<file path="src/io_map_pkg.sv">
package io_map_pkg;

    localparam int DATA_W = 32;

    // ====================
    // Address map
    // ====================
    localparam logic [DATA_W-1:0] IO_BASE = 32'h7000000;

    localparam logic [DATA_W-1:0] ADDR_TIMER1_VALUE = IO_BASE + 32'h02;
    localparam logic [DATA_W-1:0] ADDR_TIMER1_START = IO_BASE + 32'h03;
    localparam logic [DATA_W-1:0] ADDR_TIMER2_VALUE = IO_BASE + 32'h04;
    localparam logic [DATA_W-1:0] ADDR_TIMER2_START = IO_BASE + 32'h05;
    localparam logic [DATA_W-1:0] ADDR_SPI0_DATA    = IO_BASE + 32'h08;  // Flash 1
    localparam logic [DATA_W-1:0] ADDR_SPI0_CS      = IO_BASE + 32'h09;
    localparam logic [DATA_W-1:0] ADDR_SPI1_DATA    = IO_BASE + 32'h0A;  // Flash 2
    localparam logic [DATA_W-1:0] ADDR_SPI1_CS      = IO_BASE + 32'h0B;
    localparam logic [DATA_W-1:0] ADDR_BOOT_MODE    = IO_BASE + 32'h19;
    localparam logic [DATA_W-1:0] ADDR_MICROS       = IO_BASE + 32'h1A;

    // ====================
    // Access types
    // ====================
    typedef enum logic [2:0] {
        REG_NONE,
        REG_TIMER_VALUE,
        REG_TIMER_START,
        REG_SPI_DATA,
        REG_SPI_CS,
        REG_BOOT_MODE,
        REG_MICROS
    } io_reg_e;

    typedef struct packed {
        logic              valid;
        io_reg_e           kind;
        logic              unit;   // Timer 1/2 or SPI 0/1
        logic              we;
        logic [DATA_W-1:0] data;
    } io_req_t;

    typedef struct packed {
        logic    valid;
        io_reg_e kind;
        logic    unit;
    } io_rsp_t;

endpackage

</file>
<file path="src/io_dev_pkg.sv">
package io_dev_pkg;

    localparam int SPI_BYTE_W = 8;
    localparam int TIMER_W    = 32;

    typedef struct packed {
        logic               set;       // Store new reload value
        logic               trigger;   // Start countdown
        logic [TIMER_W-1:0] value;
    } timer_cmd_t;

    typedef struct packed {
        logic                  start;
        logic [SPI_BYTE_W-1:0] data;
    } spi_cmd_t;

    typedef struct packed {
        logic                  done;
        logic [SPI_BYTE_W-1:0] data;   // Last byte received
    } spi_rsp_t;

endpackage

</file>
<file path="src/micros_counter.sv">
module micros_counter #(
    parameter int CLKS_PER_US = 100
)
(
    input  logic        clk,
    input  logic        reset,
    output logic [31:0] micros,
    output logic        tick
);

    localparam int PRE_W = (CLKS_PER_US > 1) ? $clog2(CLKS_PER_US) : 1;

    logic [PRE_W-1:0] prescale;

    always_ff @(posedge clk)
    begin
        if (reset)
        begin
            prescale <= '0;
            micros   <= '0;
            tick     <= 1'b0;
        end
        else
        begin
            tick <= 1'b0;
            if (prescale == PRE_W'(CLKS_PER_US - 1))
            begin
                prescale <= '0;
                micros   <= micros + 1'b1;   // Wraps
                tick     <= 1'b1;
            end
            else
                prescale <= prescale + 1'b1;
        end
    end

endmodule

</file>
<file path="src/os_timer.sv">
module os_timer
    import io_dev_pkg::*;
(
    input  logic       clk,
    input  logic       reset,
    input  timer_cmd_t cmd,
    input  logic       tick,
    output logic       interrupt
);

    logic [TIMER_W-1:0] reload;
    logic [TIMER_W-1:0] count;
    logic               running;

    always_ff @(posedge clk)
    begin
        if (reset)
        begin
            reload    <= '0;
            count     <= '0;
            running   <= 1'b0;
            interrupt <= 1'b0;
        end
        else
        begin
            interrupt <= 1'b0;

            if (cmd.set)
                reload <= cmd.value;

            // Zero reload ignores the trigger
            if (cmd.trigger && reload != '0)
            begin
                count   <= reload;
                running <= 1'b1;
            end
            else if (running && tick)
            begin
                count <= count - 1'b1;
                if (count == TIMER_W'(1))
                begin
                    running   <= 1'b0;
                    interrupt <= 1'b1;
                end
            end
        end
    end

endmodule

</file>
<file path="src/spi_master.sv">
module spi_master
    import io_dev_pkg::*;
#(
    parameter int CLKS_PER_HALF_BIT = 2
)
(
    input  logic     clk,
    input  logic     reset,
    input  spi_cmd_t cmd,
    output spi_rsp_t rsp,
    output logic     spi_clk,
    output logic     spi_mosi,
    input  logic     spi_miso
);

    localparam int EDGES  = 2 * SPI_BYTE_W;
    localparam int EDGE_W = $clog2(EDGES);
    localparam int DIV_W  = (CLKS_PER_HALF_BIT > 1) ? $clog2(CLKS_PER_HALF_BIT) : 1;

    logic                  busy;
    logic [DIV_W-1:0]      div_cnt;
    logic [EDGE_W-1:0]     edge_cnt;
    logic [SPI_BYTE_W-1:0] tx_sr;   // Bits still to send with the next one on top
    logic [SPI_BYTE_W-1:0] rx_sr;
    logic                  half_done;

    assign half_done = (div_cnt == DIV_W'(CLKS_PER_HALF_BIT - 1));

    always_ff @(posedge clk)
    begin
        if (reset)
        begin
            busy     <= 1'b0;
            div_cnt  <= '0;
            edge_cnt <= '0;
            spi_clk  <= 1'b0;
            spi_mosi <= 1'b0;
            rsp      <= '0;
        end
        else
        begin
            rsp.done <= 1'b0;

            if (!busy)
            begin
                // First bit goes out before the first rising edge
                if (cmd.start)
                begin
                    busy     <= 1'b1;
                    div_cnt  <= '0;
                    edge_cnt <= '0;
                    spi_mosi <= cmd.data[SPI_BYTE_W-1];
                    tx_sr    <= {cmd.data[SPI_BYTE_W-2:0], 1'b0};
                end
            end
            else if (half_done)
            begin
                div_cnt  <= '0;
                spi_clk  <= ~spi_clk;
                edge_cnt <= edge_cnt + 1'b1;

                if (!spi_clk)
                    rx_sr <= {rx_sr[SPI_BYTE_W-2:0], spi_miso};   // Rising edge
                else if (edge_cnt == EDGE_W'(EDGES - 1))
                begin
                    busy     <= 1'b0;
                    spi_mosi <= 1'b0;
                    rsp.done <= 1'b1;
                    rsp.data <= rx_sr;
                end
                else
                begin
                    spi_mosi <= tx_sr[SPI_BYTE_W-1];
                    tx_sr    <= {tx_sr[SPI_BYTE_W-2:0], 1'b0};
                end
            end
            else
                div_cnt <= div_cnt + 1'b1;
        end
    end

endmodule

</file>
<file path="src/io_decode.sv">
module io_decode
    import io_map_pkg::*;
(
    input  logic              clk,
    input  logic              reset,
    input  logic              start,
    input  logic [DATA_W-1:0] addr,
    input  logic [DATA_W-1:0] data,
    input  logic              we,
    input  logic              busy,
    output io_req_t           req
);

    logic              accept;
    logic              cap_valid;
    logic [DATA_W-1:0] cap_addr;
    logic [DATA_W-1:0] cap_data;
    logic              cap_we;
    io_reg_e           kind;
    logic              unit;

    // One access in flight at a time
    assign accept = start && !busy && !cap_valid && !req.valid;

    always_ff @(posedge clk)
    begin
        if (reset)
            cap_valid <= 1'b0;
        else
            cap_valid <= accept;

        if (accept)
        begin
            cap_addr <= addr;
            cap_data <= data;
            cap_we   <= we;
        end
    end

    always_comb
    begin
        kind = REG_NONE;
        unit = 1'b0;
        case (cap_addr)
            ADDR_TIMER1_VALUE: kind = REG_TIMER_VALUE;
            ADDR_TIMER1_START: kind = REG_TIMER_START;
            ADDR_TIMER2_VALUE:
            begin
                kind = REG_TIMER_VALUE;
                unit = 1'b1;
            end
            ADDR_TIMER2_START:
            begin
                kind = REG_TIMER_START;
                unit = 1'b1;
            end
            ADDR_SPI0_DATA:    kind = REG_SPI_DATA;
            ADDR_SPI0_CS:      kind = REG_SPI_CS;
            ADDR_SPI1_DATA:
            begin
                kind = REG_SPI_DATA;
                unit = 1'b1;
            end
            ADDR_SPI1_CS:
            begin
                kind = REG_SPI_CS;
                unit = 1'b1;
            end
            ADDR_BOOT_MODE:    kind = REG_BOOT_MODE;
            ADDR_MICROS:       kind = REG_MICROS;
            default:           kind = REG_NONE;   // Gaps and past the map
        endcase
    end

    always_ff @(posedge clk)
    begin
        if (reset)
            req.valid <= 1'b0;
        else
            req.valid <= cap_valid;

        req.kind <= kind;
        req.unit <= unit;
        req.we   <= cap_we;
        req.data <= cap_data;
    end

endmodule

</file>
<file path="src/io_execute.sv">
module io_execute
    import io_map_pkg::*;
    import io_dev_pkg::*;
(
    input  logic       clk,
    input  logic       reset,
    input  io_req_t    req,
    input  spi_rsp_t   spi0_rsp,
    input  spi_rsp_t   spi1_rsp,
    output timer_cmd_t timer1_cmd,
    output timer_cmd_t timer2_cmd,
    output spi_cmd_t   spi0_cmd,
    output spi_cmd_t   spi1_cmd,
    output logic       spi0_cs,
    output logic       spi1_cs,
    output logic       busy,
    output io_rsp_t    rsp
);

    typedef enum logic {
        ST_IDLE,
        ST_WAIT_SPI
    } state_e;

    state_e state;
    logic   accept;
    logic   wr;
    logic   spi_done;

    assign accept   = req.valid && (state == ST_IDLE);
    assign wr       = accept && req.we;
    assign spi_done = rsp.unit ? spi1_rsp.done : spi0_rsp.done;   // Port being waited on
    assign busy     = (state == ST_WAIT_SPI) || rsp.valid;

    // ====================
    // Device commands
    // ====================
    always_comb
    begin
        timer1_cmd       = '0;
        timer2_cmd       = '0;
        spi0_cmd         = '0;
        spi1_cmd         = '0;
        timer1_cmd.value = req.data[TIMER_W-1:0];
        timer2_cmd.value = req.data[TIMER_W-1:0];
        spi0_cmd.data    = req.data[SPI_BYTE_W-1:0];
        spi1_cmd.data    = req.data[SPI_BYTE_W-1:0];

        if (wr)
        begin
            case (req.kind)
                REG_TIMER_VALUE:
                begin
                    timer1_cmd.set = !req.unit;
                    timer2_cmd.set = req.unit;
                end
                REG_TIMER_START:
                begin
                    timer1_cmd.trigger = !req.unit;
                    timer2_cmd.trigger = req.unit;
                end
                REG_SPI_DATA:
                begin
                    spi0_cmd.start = !req.unit;
                    spi1_cmd.start = req.unit;
                end
                default: ;
            endcase
        end
    end

    // ====================
    // FSM and chip selects
    // ====================
    always_ff @(posedge clk)
    begin
        if (reset)
        begin
            state   <= ST_IDLE;
            spi0_cs <= 1'b1;
            spi1_cs <= 1'b1;
            rsp     <= '0;
        end
        else
        begin
            rsp.valid <= 1'b0;
            case (state)
                ST_IDLE:
                begin
                    if (accept)
                    begin
                        rsp.kind <= req.kind;
                        rsp.unit <= req.unit;

                        if (wr && req.kind == REG_SPI_CS)
                        begin
                            if (req.unit)
                                spi1_cs <= req.data[0];
                            else
                                spi0_cs <= req.data[0];
                        end

                        if (wr && req.kind == REG_SPI_DATA)
                            state <= ST_WAIT_SPI;
                        else
                            rsp.valid <= 1'b1;
                    end
                end

                ST_WAIT_SPI:
                begin
                    if (spi_done)
                    begin
                        rsp.valid <= 1'b1;
                        state     <= ST_IDLE;
                    end
                end

                default: state <= ST_IDLE;
            endcase
        end
    end

endmodule

</file>
<file path="src/io_result.sv">
module io_result
    import io_map_pkg::*;
    import io_dev_pkg::*;
(
    input  logic              clk,
    input  logic              reset,
    input  io_rsp_t           rsp,
    input  spi_rsp_t          spi0_rsp,
    input  spi_rsp_t          spi1_rsp,
    input  logic              spi0_cs,
    input  logic              spi1_cs,
    input  logic              boot_mode,
    input  logic [DATA_W-1:0] micros,
    output logic [DATA_W-1:0] q,
    output logic              done
);

    logic [DATA_W-1:0] sel;

    always_comb
    begin
        case (rsp.kind)
            REG_SPI_DATA:  sel = DATA_W'(rsp.unit ? spi1_rsp.data : spi0_rsp.data);
            REG_SPI_CS:    sel = DATA_W'(rsp.unit ? spi1_cs : spi0_cs);
            REG_BOOT_MODE: sel = DATA_W'(boot_mode);
            REG_MICROS:    sel = micros;
            default:       sel = '0;   // Timers and unmapped
        endcase
    end

    always_ff @(posedge clk)
    begin
        if (reset)
        begin
            q    <= '0;
            done <= 1'b0;
        end
        else
        begin
            done <= rsp.valid;
            q    <= rsp.valid ? sel : '0;
        end
    end

endmodule

</file>
<file path="src/io_unit_top.sv">
module io_unit_top
    import io_map_pkg::*;
    import io_dev_pkg::*;
#(
    parameter int CLKS_PER_US            = 100,
    parameter int SPI0_CLKS_PER_HALF_BIT = 2,
    parameter int SPI1_CLKS_PER_HALF_BIT = 4
)
(
    input  logic              clk,
    input  logic              reset,
    input  logic              start,
    input  logic [DATA_W-1:0] addr,
    input  logic [DATA_W-1:0] data,
    input  logic              we,
    output logic [DATA_W-1:0] q,
    output logic              done,
    input  logic              boot_mode,
    output logic              timer1_int,
    output logic              timer2_int,
    output logic              spi0_clk,
    output logic              spi0_cs,
    output logic              spi0_mosi,
    input  logic              spi0_miso,
    output logic              spi1_clk,
    output logic              spi1_cs,
    output logic              spi1_mosi,
    input  logic              spi1_miso
);

    io_req_t           req;
    io_rsp_t           rsp;
    logic              busy;
    timer_cmd_t        timer1_cmd;
    timer_cmd_t        timer2_cmd;
    spi_cmd_t          spi0_cmd;
    spi_cmd_t          spi1_cmd;
    spi_rsp_t          spi0_rsp;
    spi_rsp_t          spi1_rsp;
    logic [DATA_W-1:0] micros;
    logic              tick;

    // ====================
    // Access pipeline
    // ====================
    io_decode u_decode (
        .clk   (clk),
        .reset (reset),
        .start (start),
        .addr  (addr),
        .data  (data),
        .we    (we),
        .busy  (busy),
        .req   (req)
    );

    io_execute u_execute (
        .clk        (clk),
        .reset      (reset),
        .req        (req),
        .spi0_rsp   (spi0_rsp),
        .spi1_rsp   (spi1_rsp),
        .timer1_cmd (timer1_cmd),
        .timer2_cmd (timer2_cmd),
        .spi0_cmd   (spi0_cmd),
        .spi1_cmd   (spi1_cmd),
        .spi0_cs    (spi0_cs),
        .spi1_cs    (spi1_cs),
        .busy       (busy),
        .rsp        (rsp)
    );

    io_result u_result (
        .clk       (clk),
        .reset     (reset),
        .rsp       (rsp),
        .spi0_rsp  (spi0_rsp),
        .spi1_rsp  (spi1_rsp),
        .spi0_cs   (spi0_cs),
        .spi1_cs   (spi1_cs),
        .boot_mode (boot_mode),
        .micros    (micros),
        .q         (q),
        .done      (done)
    );

    // ====================
    // Devices
    // ====================
    micros_counter #(
        .CLKS_PER_US (CLKS_PER_US)
    ) u_micros (
        .clk    (clk),
        .reset  (reset),
        .micros (micros),
        .tick   (tick)
    );

    os_timer u_timer1 (
        .clk       (clk),
        .reset     (reset),
        .cmd       (timer1_cmd),
        .tick      (tick),
        .interrupt (timer1_int)
    );

    os_timer u_timer2 (
        .clk       (clk),
        .reset     (reset),
        .cmd       (timer2_cmd),
        .tick      (tick),
        .interrupt (timer2_int)
    );

    spi_master #(
        .CLKS_PER_HALF_BIT (SPI0_CLKS_PER_HALF_BIT)
    ) u_spi0 (
        .clk      (clk),
        .reset    (reset),
        .cmd      (spi0_cmd),
        .rsp      (spi0_rsp),
        .spi_clk  (spi0_clk),
        .spi_mosi (spi0_mosi),
        .spi_miso (spi0_miso)
    );

    spi_master #(
        .CLKS_PER_HALF_BIT (SPI1_CLKS_PER_HALF_BIT)
    ) u_spi1 (
        .clk      (clk),
        .reset    (reset),
        .cmd      (spi1_cmd),
        .rsp      (spi1_rsp),
        .spi_clk  (spi1_clk),
        .spi_mosi (spi1_mosi),
        .spi_miso (spi1_miso)
    );

endmodule

</file>
<file path="config.mk">
export PLATFORM = sky130hd
export DESIGN_NAME = io_unit_top
export DESIGN_NICKNAME = d
export VERILOG_FILES = /design/src/io_map_pkg.sv /design/src/io_dev_pkg.sv /design/src/micros_counter.sv /design/src/os_timer.sv /design/src/spi_master.sv /design/src/io_decode.sv /design/src/io_execute.sv /design/src/io_result.sv /design/src/io_unit_top.sv
export SDC_FILE = /design/constraint.sdc
export NUM_CORES = 1
export LEC_CHECK = 0
export ABC_CLOCK_PERIOD_IN_PS = 2530
export CAP_MARGIN = 15
export CORE_MARGIN = 2
export CORE_UTILIZATION = 25
export DETAILED_ROUTE_END_ITERATION = 12
export DONT_BUFFER_PORTS = 1
export PLACE_DENSITY = 0.38
export SLEW_MARGIN = 5
export SYNTH_ARGS = -nofsm -noshare
export SYNTH_HDL_FRONTEND = slang
export SYNTH_SLANG_ARGS = --single-unit
</file>
<file path="constraint.sdc">
create_clock -name clk -period 2.53 [get_ports clk]
set_clock_uncertainty 0.15 [all_clocks]
set_input_delay 0.1265 -clock clk [delete_from_list [all_inputs] [get_ports clk]]
set_output_delay 0.1265 -clock clk [all_outputs]
set_load 0.01 [all_outputs]
</file>
# Word-level counts from Yosys, hierarchy flattened
# Index checks and enable logic that the tools add are counted.
[word_totals] reg_bits=384 in_bits=71
[classes] addsub=8 bitwise=12 n_reduce_logical=52 n_mux=81 n_eq_ne=30
[ops] cell="32-bit by 27-bit == test with 1-bit output (second input constant)" count=10
[ops] cell="32-bit 2-to-1 mux" count=4
[ops] cell="32-bit one-hot mux with 4 select lines" count=1
[ops] cell="8-bit 2-to-1 mux" count=11
[ops] cell="32-bit by 1-bit == test with 1-bit output (second input constant)" count=2
[ops] cell="32-bit nonzero test" count=2
[ops] cell="32-bit by 1-bit subtractor with 32-bit output (second input constant)" count=2
[ops] cell="1-bit 2-to-1 mux" count=48
[ops] cell="32-bit by 1-bit adder with 32-bit output (second input constant)" count=1
[ops] cell="4-bit 2-to-1 mux" count=6
[ops] cell="4-bit AND reduction" count=6
[ops] cell="9-bit 2-to-1 mux" count=2
[ops] cell="3-bit one-hot mux with 6 select lines" count=1
[ops] cell="2-bit AND reduction" count=7
[ops] cell="3-bit == test (second input constant)" count=4
[ops] cell="1-bit inverter" count=12
[ops] cell="2-bit nonzero test" count=6
[ops] cell="2-bit OR reduction" count=6
[ops] cell="4-bit OR reduction" count=3
[ops] cell="1-bit logical AND" count=11
[ops] cell="2-bit 2-to-1 mux" count=5
[ops] cell="5-bit AND reduction" count=2
[ops] cell="3-bit by 2-bit == test with 1-bit output (second input constant)" count=3
[ops] cell="4-bit by 1-bit adder with 4-bit output (second input constant)" count=2
[ops] cell="other kinds (15)" count=26

# Logic depth before layout (Yosys ltp)
# Gate-level depths: netlist of run 1.
[depth] word_depth=7 ltp_mapped=8 mapped_depth_nobuf=7

# Hierarchy
# From an unflattened synthesis of run 1, not the netlist that was laid out.
[hier_totals] hier_cells=1457 hier_area_um2=15526.1
[modules_own_cells] module="os_timer" instances=2 cells_per_inst=328 area_per_inst_um2=2992.9
[modules_own_cells] module="io_decode" instances=1 cells_per_inst=138 area_per_inst_um2=2974.1
[modules_own_cells] module="micros_counter" instances=1 cells_per_inst=195 area_per_inst_um2=1755.4
[modules_own_cells] module="spi_master (u_spi1)" instances=1 cells_per_inst=123 area_per_inst_um2=1352.5
[modules_own_cells] module="spi_master (u_spi0)" instances=1 cells_per_inst=117 area_per_inst_um2=1296.2
[modules_own_cells] module="io_result" instances=1 cells_per_inst=98 area_per_inst_um2=1139.8
[modules_own_cells] module="io_execute" instances=1 cells_per_inst=130 area_per_inst_um2=1022.2

# Worst setup path after synthesis of run 1
# OpenSTA, ideal clock, no wires.
[synth_path] path_type="reg2reg" from="register u_execute.state" to="register u_decode.cap_addr[0], enable pin" stages_incl_launch_ff=3 setup_slack_ps=-71 period_less_slack_ps=2601 t_arrival_ps=2020 n_path_buf=0 path_cell_list="dfxtp_1 nor2_1 and3_1"
[synth_between] elab_chain_cells=5
[synth_lines] item="start, declared" line_no="io_execute.sv:25" rtl="state_e state;"
[synth_lines] item="start signal, assigned" line_no="io_execute.sv:79" rtl="state <= ST_IDLE;"
[synth_lines] item="start signal, assigned" line_no="io_execute.sv:104" rtl="state <= ST_WAIT_SPI;"
[synth_lines] item="start signal, assigned" line_no="io_execute.sv:115" rtl="state <= ST_IDLE;"
[synth_lines] item="1-bit logical OR" line_no="io_execute.sv:33" rtl="assign busy = (state == ST_WAIT_SPI) || rsp.valid;"
[synth_lines] item="1-bit logical NOT" line_no="io_decode.sv:23" rtl="assign accept = start && !busy && !cap_valid && !req.valid;"
[synth_lines] item="1-bit logical AND (3 in series)" line_no="io_decode.sv:23"
[synth_lines] item="named net u_decode.accept" line_no="io_decode.sv:14" rtl="logic accept;"
[synth_lines] item="end signal, assigned" line_no="io_decode.sv:34" rtl="cap_addr <= addr;"
[synth_lines] item="end, declared" line_no="io_decode.sv:16" rtl="logic [DATA_W-1:0] cap_addr;"
# The timed path passes the listed nets, and every way through them passes these cells.
# A chain may end at the register's enable or synchronous reset.

# Final worst setup path of run 1
[layout_path] from="register u_timer2.count[17]" to="register u_timer2.count[25]"
[layout_between] elab_chain_cells=3
[layout_lines] item="start, declared" line_no="os_timer.sv:12" rtl="logic [TIMER_W-1:0] count;"
[layout_lines] item="start signal, assigned" line_no="os_timer.sv:34" rtl="count <= reload;"
[layout_lines] item="start signal, assigned" line_no="os_timer.sv:39" rtl="count <= count - 1'b1;"
[layout_lines] item="32-bit by 1-bit subtractor with 32-bit output" line_no="os_timer.sv:39"
[layout_lines] item="32-bit 2-to-1 mux" line_no="os_timer.sv:37" rtl="else if (running && tick)"
[layout_lines] item="32-bit 2-to-1 mux" line_no="os_timer.sv:32" rtl="if (cmd.trigger && reload != '0)"
# No other way between the ends. The select of a mux whose other input is x is not followed.

==> impl_metrics.csv, run 1 <==
group,metric,value,unit
floorplan,fp.coreArea,57480,um2
critical_path,reg2regPathDepth,6,
sta,hold_viol,0,
layout,ff_latch_area,8598,um2
detailed_routing,drt_wl_total,37.32,mm
place,dp_hpwl,23.04,mm
synthesis,synth-async-reset-ratio,0,%
synthesis,synth.top_cells.by_count,"287 x dfxtp_1, 166 x nor2_1, 165 x nand2_1, 95 x edfxtp_1, 81 x a21oi_1",
sta,finalSetupTns,0,ns
outcome,status,"completed",
critical_path,crit_start,"u_timer2.count[17]$_SDFFE_PP0P_",
critical_path,path_class,"reg2reg",
clock_network,cts.htree.levels,2,
synthesis,synth_edf_count,95,
critical_path,cp_data_required_time,2.85,ns
synthesis,synth_area_per_cell,10.30,um2
clock_network,cts_buffers,45,
sta,relSlewSlack,55.96,%
synthesis,synth_area_leader_cell,"dfxtp_1",
floorplan,die_x,244.8,um
min_path,holdPathStages,1,
critical_path,r2r-end,"u_timer2.count[25]$_SDFFE_PP0P_",
synthesis,yosys_warnings,0,
layout,area_growth,31.61,%
grt,overflow,0,
critical_path,cp-start-kind,"flip-flop",
min_path,min_path_type,"in2reg",
sta,drv_slew,0,
synthesis,synth-seq-cells,382,
sta,fin_ws,0.1022,ns
grt,grt_pass1_wl,60.15,mm
place,dp_slack,0.08839,ns
sta,finalCritPeriodShare,95.96,%
layout,final_area,19080,um2
detailed_routing,drt-initial-drc-count,424,
synthesis,synth_cell_types,52,
layout,fin_nets,1694,
synthesis,syn-cell-area,14500,um2
grt,antenna_found_initial,1,
floorplan,start_util,25.22,%
synthesis,yosysTopAreaCellShare,39.63,%
place,placed_area,15550,um2
floorplan,dieArea,59930,um2
grt,track_usage,12.50,%
sta,max_freq,0.4119,GHz
detailed_routing,wl_per_cell,15.45,um
layout,multi_input_area,5599,um2
detailed_routing,via_count,10770,
pwr,ir_drop,0.0004813,V
clock_network,cts_tree,"done",
place,gp_congestion,0.7106,
clock_network,cts_sinks,382,
synthesis,syn_inst,1407,
min_path,worst_hold_path.endpoint,"u_decode.cap_addr[4]$_DFFE_PP_",
synthesis,yosysSeqAreaShare,59.31,%
layout,layout-drive-gt1-share,9.939,%
synthesis,yosysMostFrequentCell,"dfxtp_1",
detailed_routing,drtPass1Iterations,4,
sta,setup-violations-final,0,
synthesis,synthesis.nets,1487,
clock_network,cts_buffer_depth,3,
floorplan,die_h,244.8,um
detailed_routing,drc,0,
clock_network,cts_root_buf,"clkbuf_16",
min_path,holdCritStartpoint,"addr[4]",
place,portBuffers,0,
sta,tightest_slew,0.6515,ns
floorplan,num_io_pins,112,
pwr,power_density,705.5,nW/um2
floorplan,rows,88,
grt,grt_max_degree,131,
grt,grt_pass1_vias,10940,
synthesis,synthTopCellsByArea,"dfxtp_1 40%, edfxtp_1 20%, nor2_1 4.3%, xnor2_1 4.3%, nand2_1 4.3%",
synthesis,ys.flop_type,"dfxtp_1",
critical_path,regToRegStartpoint,"u_timer2.count[17]$_SDFFE_PP0P_",
pwr,power,13.46,mW
pwr,p_leak,6.991,nW
detailed_routing,ant_nets,0,
clock_network,clk_pin_slew_worst_paths,0.06,ns
sta,period_needed,2.428,ns
critical_path,worstPathArrival,2.75,ns
clock_network,worstSkewPairLatency,0.57,ns
critical_path,r2r_slack,0.10,ns
layout,antenna_cells,0,
layout,fillers,5927,
critical_path,endpoint_kind,"flip-flop",
sta,rsz0062_at_grt,"no",
critical_path,critPathMaxFanout,9,
detailed_routing,viasPerCell,4.461,
job,cap_viol_max_count,0,
[registers in the layout, summed over array words and instances, names as in the netlist, 2 cells and up]
signal,count
u_decode.cap_addr,32
u_decode.cap_data,32
u_decode.req,38
u_execute.rsp,5
u_micros.micros,32
u_micros.prescale,7
u_result.q,32
u_spi0.edge_cnt,4
u_spi0.rsp,9
u_spi0.rx_sr,8
u_spi0.tx_sr,7
u_spi1.div_cnt,2
u_spi1.edge_cnt,4
u_spi1.rsp,9
u_spi1.rx_sr,8
u_spi1.tx_sr,7
u_timer1.count,32
u_timer1.reload,32
u_timer2.count,32
u_timer2.reload,32
[timing repair]
action | CTS | global route
setup endpoints to repair | 0 | 60
endpoints found under the hold margin | 341 | 0
hold buffers | 190 | 0
resized for setup | 0 | 12
setup buffers | 0 | 2
[critical path, stage by stage (launching register included)]
cell	delay, ns
dfxtp_1	0.33
or4_4	0.53
or4_1	0.43
buf_4	0.20
nor4_1	0.33
xnor2_1	0.11
a211oi_1	0.24
[per-layer routing]
layer / wire length [um] / up-vias / GRT usage (%)
met1: 17820 / 5146 / 16.73
li1: - / 5416 / -
met3: 1208 / 60 / 2.023
met2: 17290 / 151 / 20.35
met5: 0 / - / 0
met4: 1004 / 0 / 4.448
[placed cells by master (no fill, tap or decap), types with 8 or more instances in the layout]
cell / synthesis / routed
nand4_1: 17 / 17
nor4b_1: 8 / 8
and3_1: 10 / 8
nor2b_1: 13 / 13
dlygate4sd3_1: 0 / 189
or3_1: 14 / 14
mux2_2: 21 / 21
dfxtp_1: 287 / 287
mux2i_1: 29 / 29
inv_1: 15 / 15
a22oi_1: 10 / 10
nand2_1: 165 / 165
or4_1: 14 / 12
a311oi_1: 12 / 12
nor3_1: 39 / 38
a21oi_1: 81 / 81
nor4_1: 56 / 50
a211oi_1: 53 / 53
buf_4: 0 / 45
xor2_1: 16 / 16
ha_1: 9 / 8
clkinv_2: 0 / 10
nor2_1: 166 / 166
edfxtp_1: 95 / 95
xnor2_1: 71 / 71
nand3_1: 25 / 25
clkbuf_1: 68 / 12
clkbuf_16: 0 / 46
and2_1: 30 / 30
o21ai_0: 16 / 16
clkbuf_8: 0 / 8
[how the worst max path moves through the flow]
stage / slack (ns) / endpoint / cells past startpoint
after floorplan: 0.03 / u_timer1.count[20]$_SDFFE_PP0P_ / 6
after global placement: 0.11 / u_timer1.count[20]$_SDFFE_PP0P_ / 4
after detailed placement: 0.09 / u_timer1.count[20]$_SDFFE_PP0P_ / 4
after CTS: 0.02 / u_timer1.reload[18]$_SDFFE_PP0P_ / 6
after global routing: 0.002 / u_timer2.count[26]$_SDFFE_PP0P_ / 6
final: 0.10 / u_timer2.count[25]$_SDFFE_PP0P_ / 6
[per-stage QoR]
step / util (%) / hold slack (ns) / cells
after floorplan: - / 0.07537 / 1407
after global placement: 27.06 / 0.07543 / 2140
after detailed placement: 27.06 / 0.07542 / 2140
after CTS: 33.07 / 0.0003453 / 2413
after global routing: 33.19 / 0.003956 / 2415
final: 33.19 / 0.03923 / 2415
[cell families after synthesis]
logic type               count (synthesis)  synth area share [%]
adder cells (fa/ha/maj)                  9                0.7768
AND/OR/NAND/NOR                        590                 19.93
multiplexers                            50                 3.634
buffers and inverters                   94                 2.503
XOR/XNOR                                87                 5.256
flip-flops                             382                 59.31
AO/OA/AOI/OAI                          195                 8.588
[cell type report]
cell class | count | area share [%]
inverters | 15 | 0.2951
repair buffers | 239 | 12.25
well taps | 765 | 5.017
clock buffers | 66 | 6.847
multi-input cells | 931 | 29.35
flip-flops and latches | 382 | 45.07
clock inverters | 17 | 1.174
[power breakdown]
group	switching, mW	internal, mW
combinational	0.126	0.157
sequential	0.0760	6.39
clock	2.63	4.09
total	2.83	10.6
Power figures use the tool's default switching activity.
==> inputs of run 2 (changes only) <==
--- a/config.mk
+++ b/config.mk
@@ -5,13 +5,13 @@
 export SDC_FILE = /design/constraint.sdc
 export NUM_CORES = 1
 export LEC_CHECK = 0
-export ABC_CLOCK_PERIOD_IN_PS = 2530
+export ABC_CLOCK_PERIOD_IN_PS = 2300
 export CAP_MARGIN = 15
 export CORE_MARGIN = 2
 export CORE_UTILIZATION = 25
 export DETAILED_ROUTE_END_ITERATION = 12
 export DONT_BUFFER_PORTS = 1
-export PLACE_DENSITY = 0.38
+export PLACE_DENSITY = 0.36
 export SLEW_MARGIN = 5
 export SYNTH_ARGS = -nofsm -noshare
 export SYNTH_HDL_FRONTEND = slang
==> constraint.sdc (replaced) <==
create_clock -name clk -period 2.3 [get_ports clk]
set_clock_uncertainty 0.15 [all_clocks]
set_input_delay 0.115 -clock clk [delete_from_list [all_inputs] [get_ports clk]]
set_output_delay 0.115 -clock clk [all_outputs]
set_load 0.01 [all_outputs]
==> run 2 against run 1 <==
Net effect:
- the flow now finishes with violations (hold timing, setup timing)
- first-iteration DRC count grew 4.2%
- combinational power rose by 8.8%
- worst setup slack worse by 0.14 ns
- total power increased by 11%
- critical endpoint is now u_timer2.running$_SDFFE_PP0P_
- highest routed layer unchanged
==> impl_metrics.csv, run 2 (synthesis results as in run 1) <==
group,metric,value,unit
grt,grt_busiest_layer,"met2",
detailed_routing,via_count,10900,
place,dp.cells,2185,
sta,finalCritPeriodShare,101.7,%
detailed_routing,drt_wl_total,38.02,mm
floorplan,num_io_pins,112,
place,dp_slack,-0.1019,ns
pwr,p_comb_share,2.1,%
pwr,power_density,760.4,nW/um2
layout,fin_nets,1736,
critical_path,endpoint_kind,"flip-flop",
layout,fillers,5803,
pwr,intPower,11.82,mW
detailed_routing,viasPerCell,4.431,
detailed_routing,drtPass1Iterations,5,
layout,final_cell_mix,"283 x dfxtp_1, 184 x dlygate4sd3_1, 165 x nor2_1, 165 x nand2_1, 95 x edfxtp_1",
critical_path,path_class,"reg2reg",
grt,grt_use_met3,2.307,%
pwr,ir_drop,0.0005461,V
pwr,p_leak,7.168,nW
pwr,switching_share,21.18,%
layout,final_cells,2459,
place,portBuffers,0,
grt,track_usage,12.67,%
pwr,power.switching,3.176,mW
sta,relSlewSlack,55.33,%
floorplan,die_h,244.8,um
sta,max_freq,0.4275,GHz
clock_network,clk_pin_slew_worst_paths,0.06,ns
detailed_routing,drc,0,
detailed_routing,drt-initial-drc-count,442,
critical_path,cp_data_required_time,2.59,ns
critical_path,worstPathArrival,2.63,ns
place,dp_hpwl,23.92,mm
clock_network,cts.htree.levels,2,
layout,largest_register,"u_decode.req",
outcome,status,"finished, violations left",
sta,fin_ws,-0.03919,ns
layout,antenna_cells,0,
critical_path,cp-start-kind,"flip-flop",
grt,grt_pass1_wl,61.05,mm
sta,setup-violations-final,2,
layout,final_common_cell,"dfxtp_1",
floorplan,dieArea,59930,um2
grt,use_met2,20.34,%
outcome,failed_checks,"hold timing, setup timing",
pwr,clkPwrFrac,50.5,%
layout,largest_reg_flops,38,
layout,layout-drive-gt1-share,14.29,%
grt,overflow,0,
clock_network,cts_sinks,382,
grt,grt_max_degree,217,
sta,tightest_slew,0.6607,ns
sta,worst_hold_slack,-0.5430,ns
job,cap_viol_max_count,0,
grt,grt_use_met1,17.19,%
min_path,min_path_type,"in2reg",
floorplan,rows,88,
grt,grt_pass1_vias,10950,
layout,final_area,19720,um2
floorplan,fp.coreArea,57480,um2
sta,rsz0062_at_grt,"yes",
clock_network,cts_root_buf,"clkbuf_16",
clock_network,worstSkewPairLatency,0.59,ns
clock_network,cts_buffer_depth,3,
clock_network,cts_buffers,46,
detailed_routing,ant_nets,0,
sta,hold_viol,178,
floorplan,start_util,25.22,%
sta,finalSetupTns,-0.06546,ns
pwr,p_seq_share,47.4,%
grt,antenna_found_initial,1,
critical_path,critPathMaxFanout,5,
clock_network,cts_tree,"done",
detailed_routing,wl_per_cell,15.46,um
place,placed_area,15950,um2
sta,period_needed,2.339,ns
floorplan,die_x,244.8,um
sta,drv_slew,0,
layout,area_growth,36.01,%
place,gp_congestion,0.7032,
==> run 2: cell types whose count changed in the layout (fill, tap and decap cells not counted), sizes merged <==
cell / before / now
clkbuf: 66 / 64
clkinv: 11 / 13
buf: 50 / 95
or4: 15 / 16
clkinvlp: 1 / 2
inv: 15 / 17
dlygate4sd3: 189 / 184
==> run 2: power groups by stage <==
stage                     sequential [mW]  clock (mW)  combinational [mW]
after floorplan                      7.21           0               0.132
after global placement               7.26           0               0.123
after detailed placement             7.26           0               0.124
after CTS                            7.11        7.88               0.302
after global routing                 7.12        8.14               0.337
final                                7.11        7.57               0.308
==> run 2: cell type report <==
type                       count  area, um2  area share (%)
sequential                   382       8606           43.65
multi-input combinational    932       5861           29.72
timing repair buffer         279       2661           13.50
clock buffer                  64       1323           6.708
tap                          765      957.2           4.855
clock inverter                22      252.7           1.282
inverter                      15      56.30          0.2856
==> run 2: metal layers <==
metal,vias up,share of wire (%)
li1,5493,-
met2,173,46
met5,-,0
met3,55,3.7
met1,5176,48
met4,0,2.3
==> run 2: metrics by stage <==
| step | power, mW | util (%) |
|---|---|---|
| 2_1_floorplan | 7.341 | - |
| 5_1_grt | 15.60 | 34.30 |
| 3_3_place_gp | 7.380 | 27.75 |
| 4_1_cts | 15.30 | 33.80 |
| 6_report | 14.99 | 34.30 |
| 3_5_place_dp | 7.381 | 27.75 |
==> run 2: final timing paths <==
kind / from / endpoint / cells past startpoint / slack (ns)
min: reset / u_micros.micros[18]$_SDFFE_PP0P_ / 1 / -0.54
max: u_timer2.count[19]$_SDFFE_PP0P_ / u_timer2.running$_SDFFE_PP0P_ / 5 / -0.04
max reg2reg: u_timer2.count[19]$_SDFFE_PP0P_ / u_timer2.running$_SDFFE_PP0P_ / 5 / -0.04
min reg2reg: u_decode.cap_data[7]$_DFFE_PP_ / u_decode.req[7]$_DFF_P_ / 0 / 0.19
==> run 2: worst max-delay path: stages, from the launching register on <==
cell and delay [ns]:
dfxtp_2 0.32, or4_4 0.55, or4_4 0.52, or4_4 0.47, o21ai_2 0.14, a21oi_1 0.07
==> run 2: timing repair <==
item / 4_1_cts / 5_1_grt
cloned: 0 / 1
endpoints found under the hold margin: 353 / 188
endpoints found under the setup margin: 17 / 86
resized for setup: 11 / 48
hold buffers: 184 / 1
pin swaps: 6 / 20
setup buffers: 0 / 3
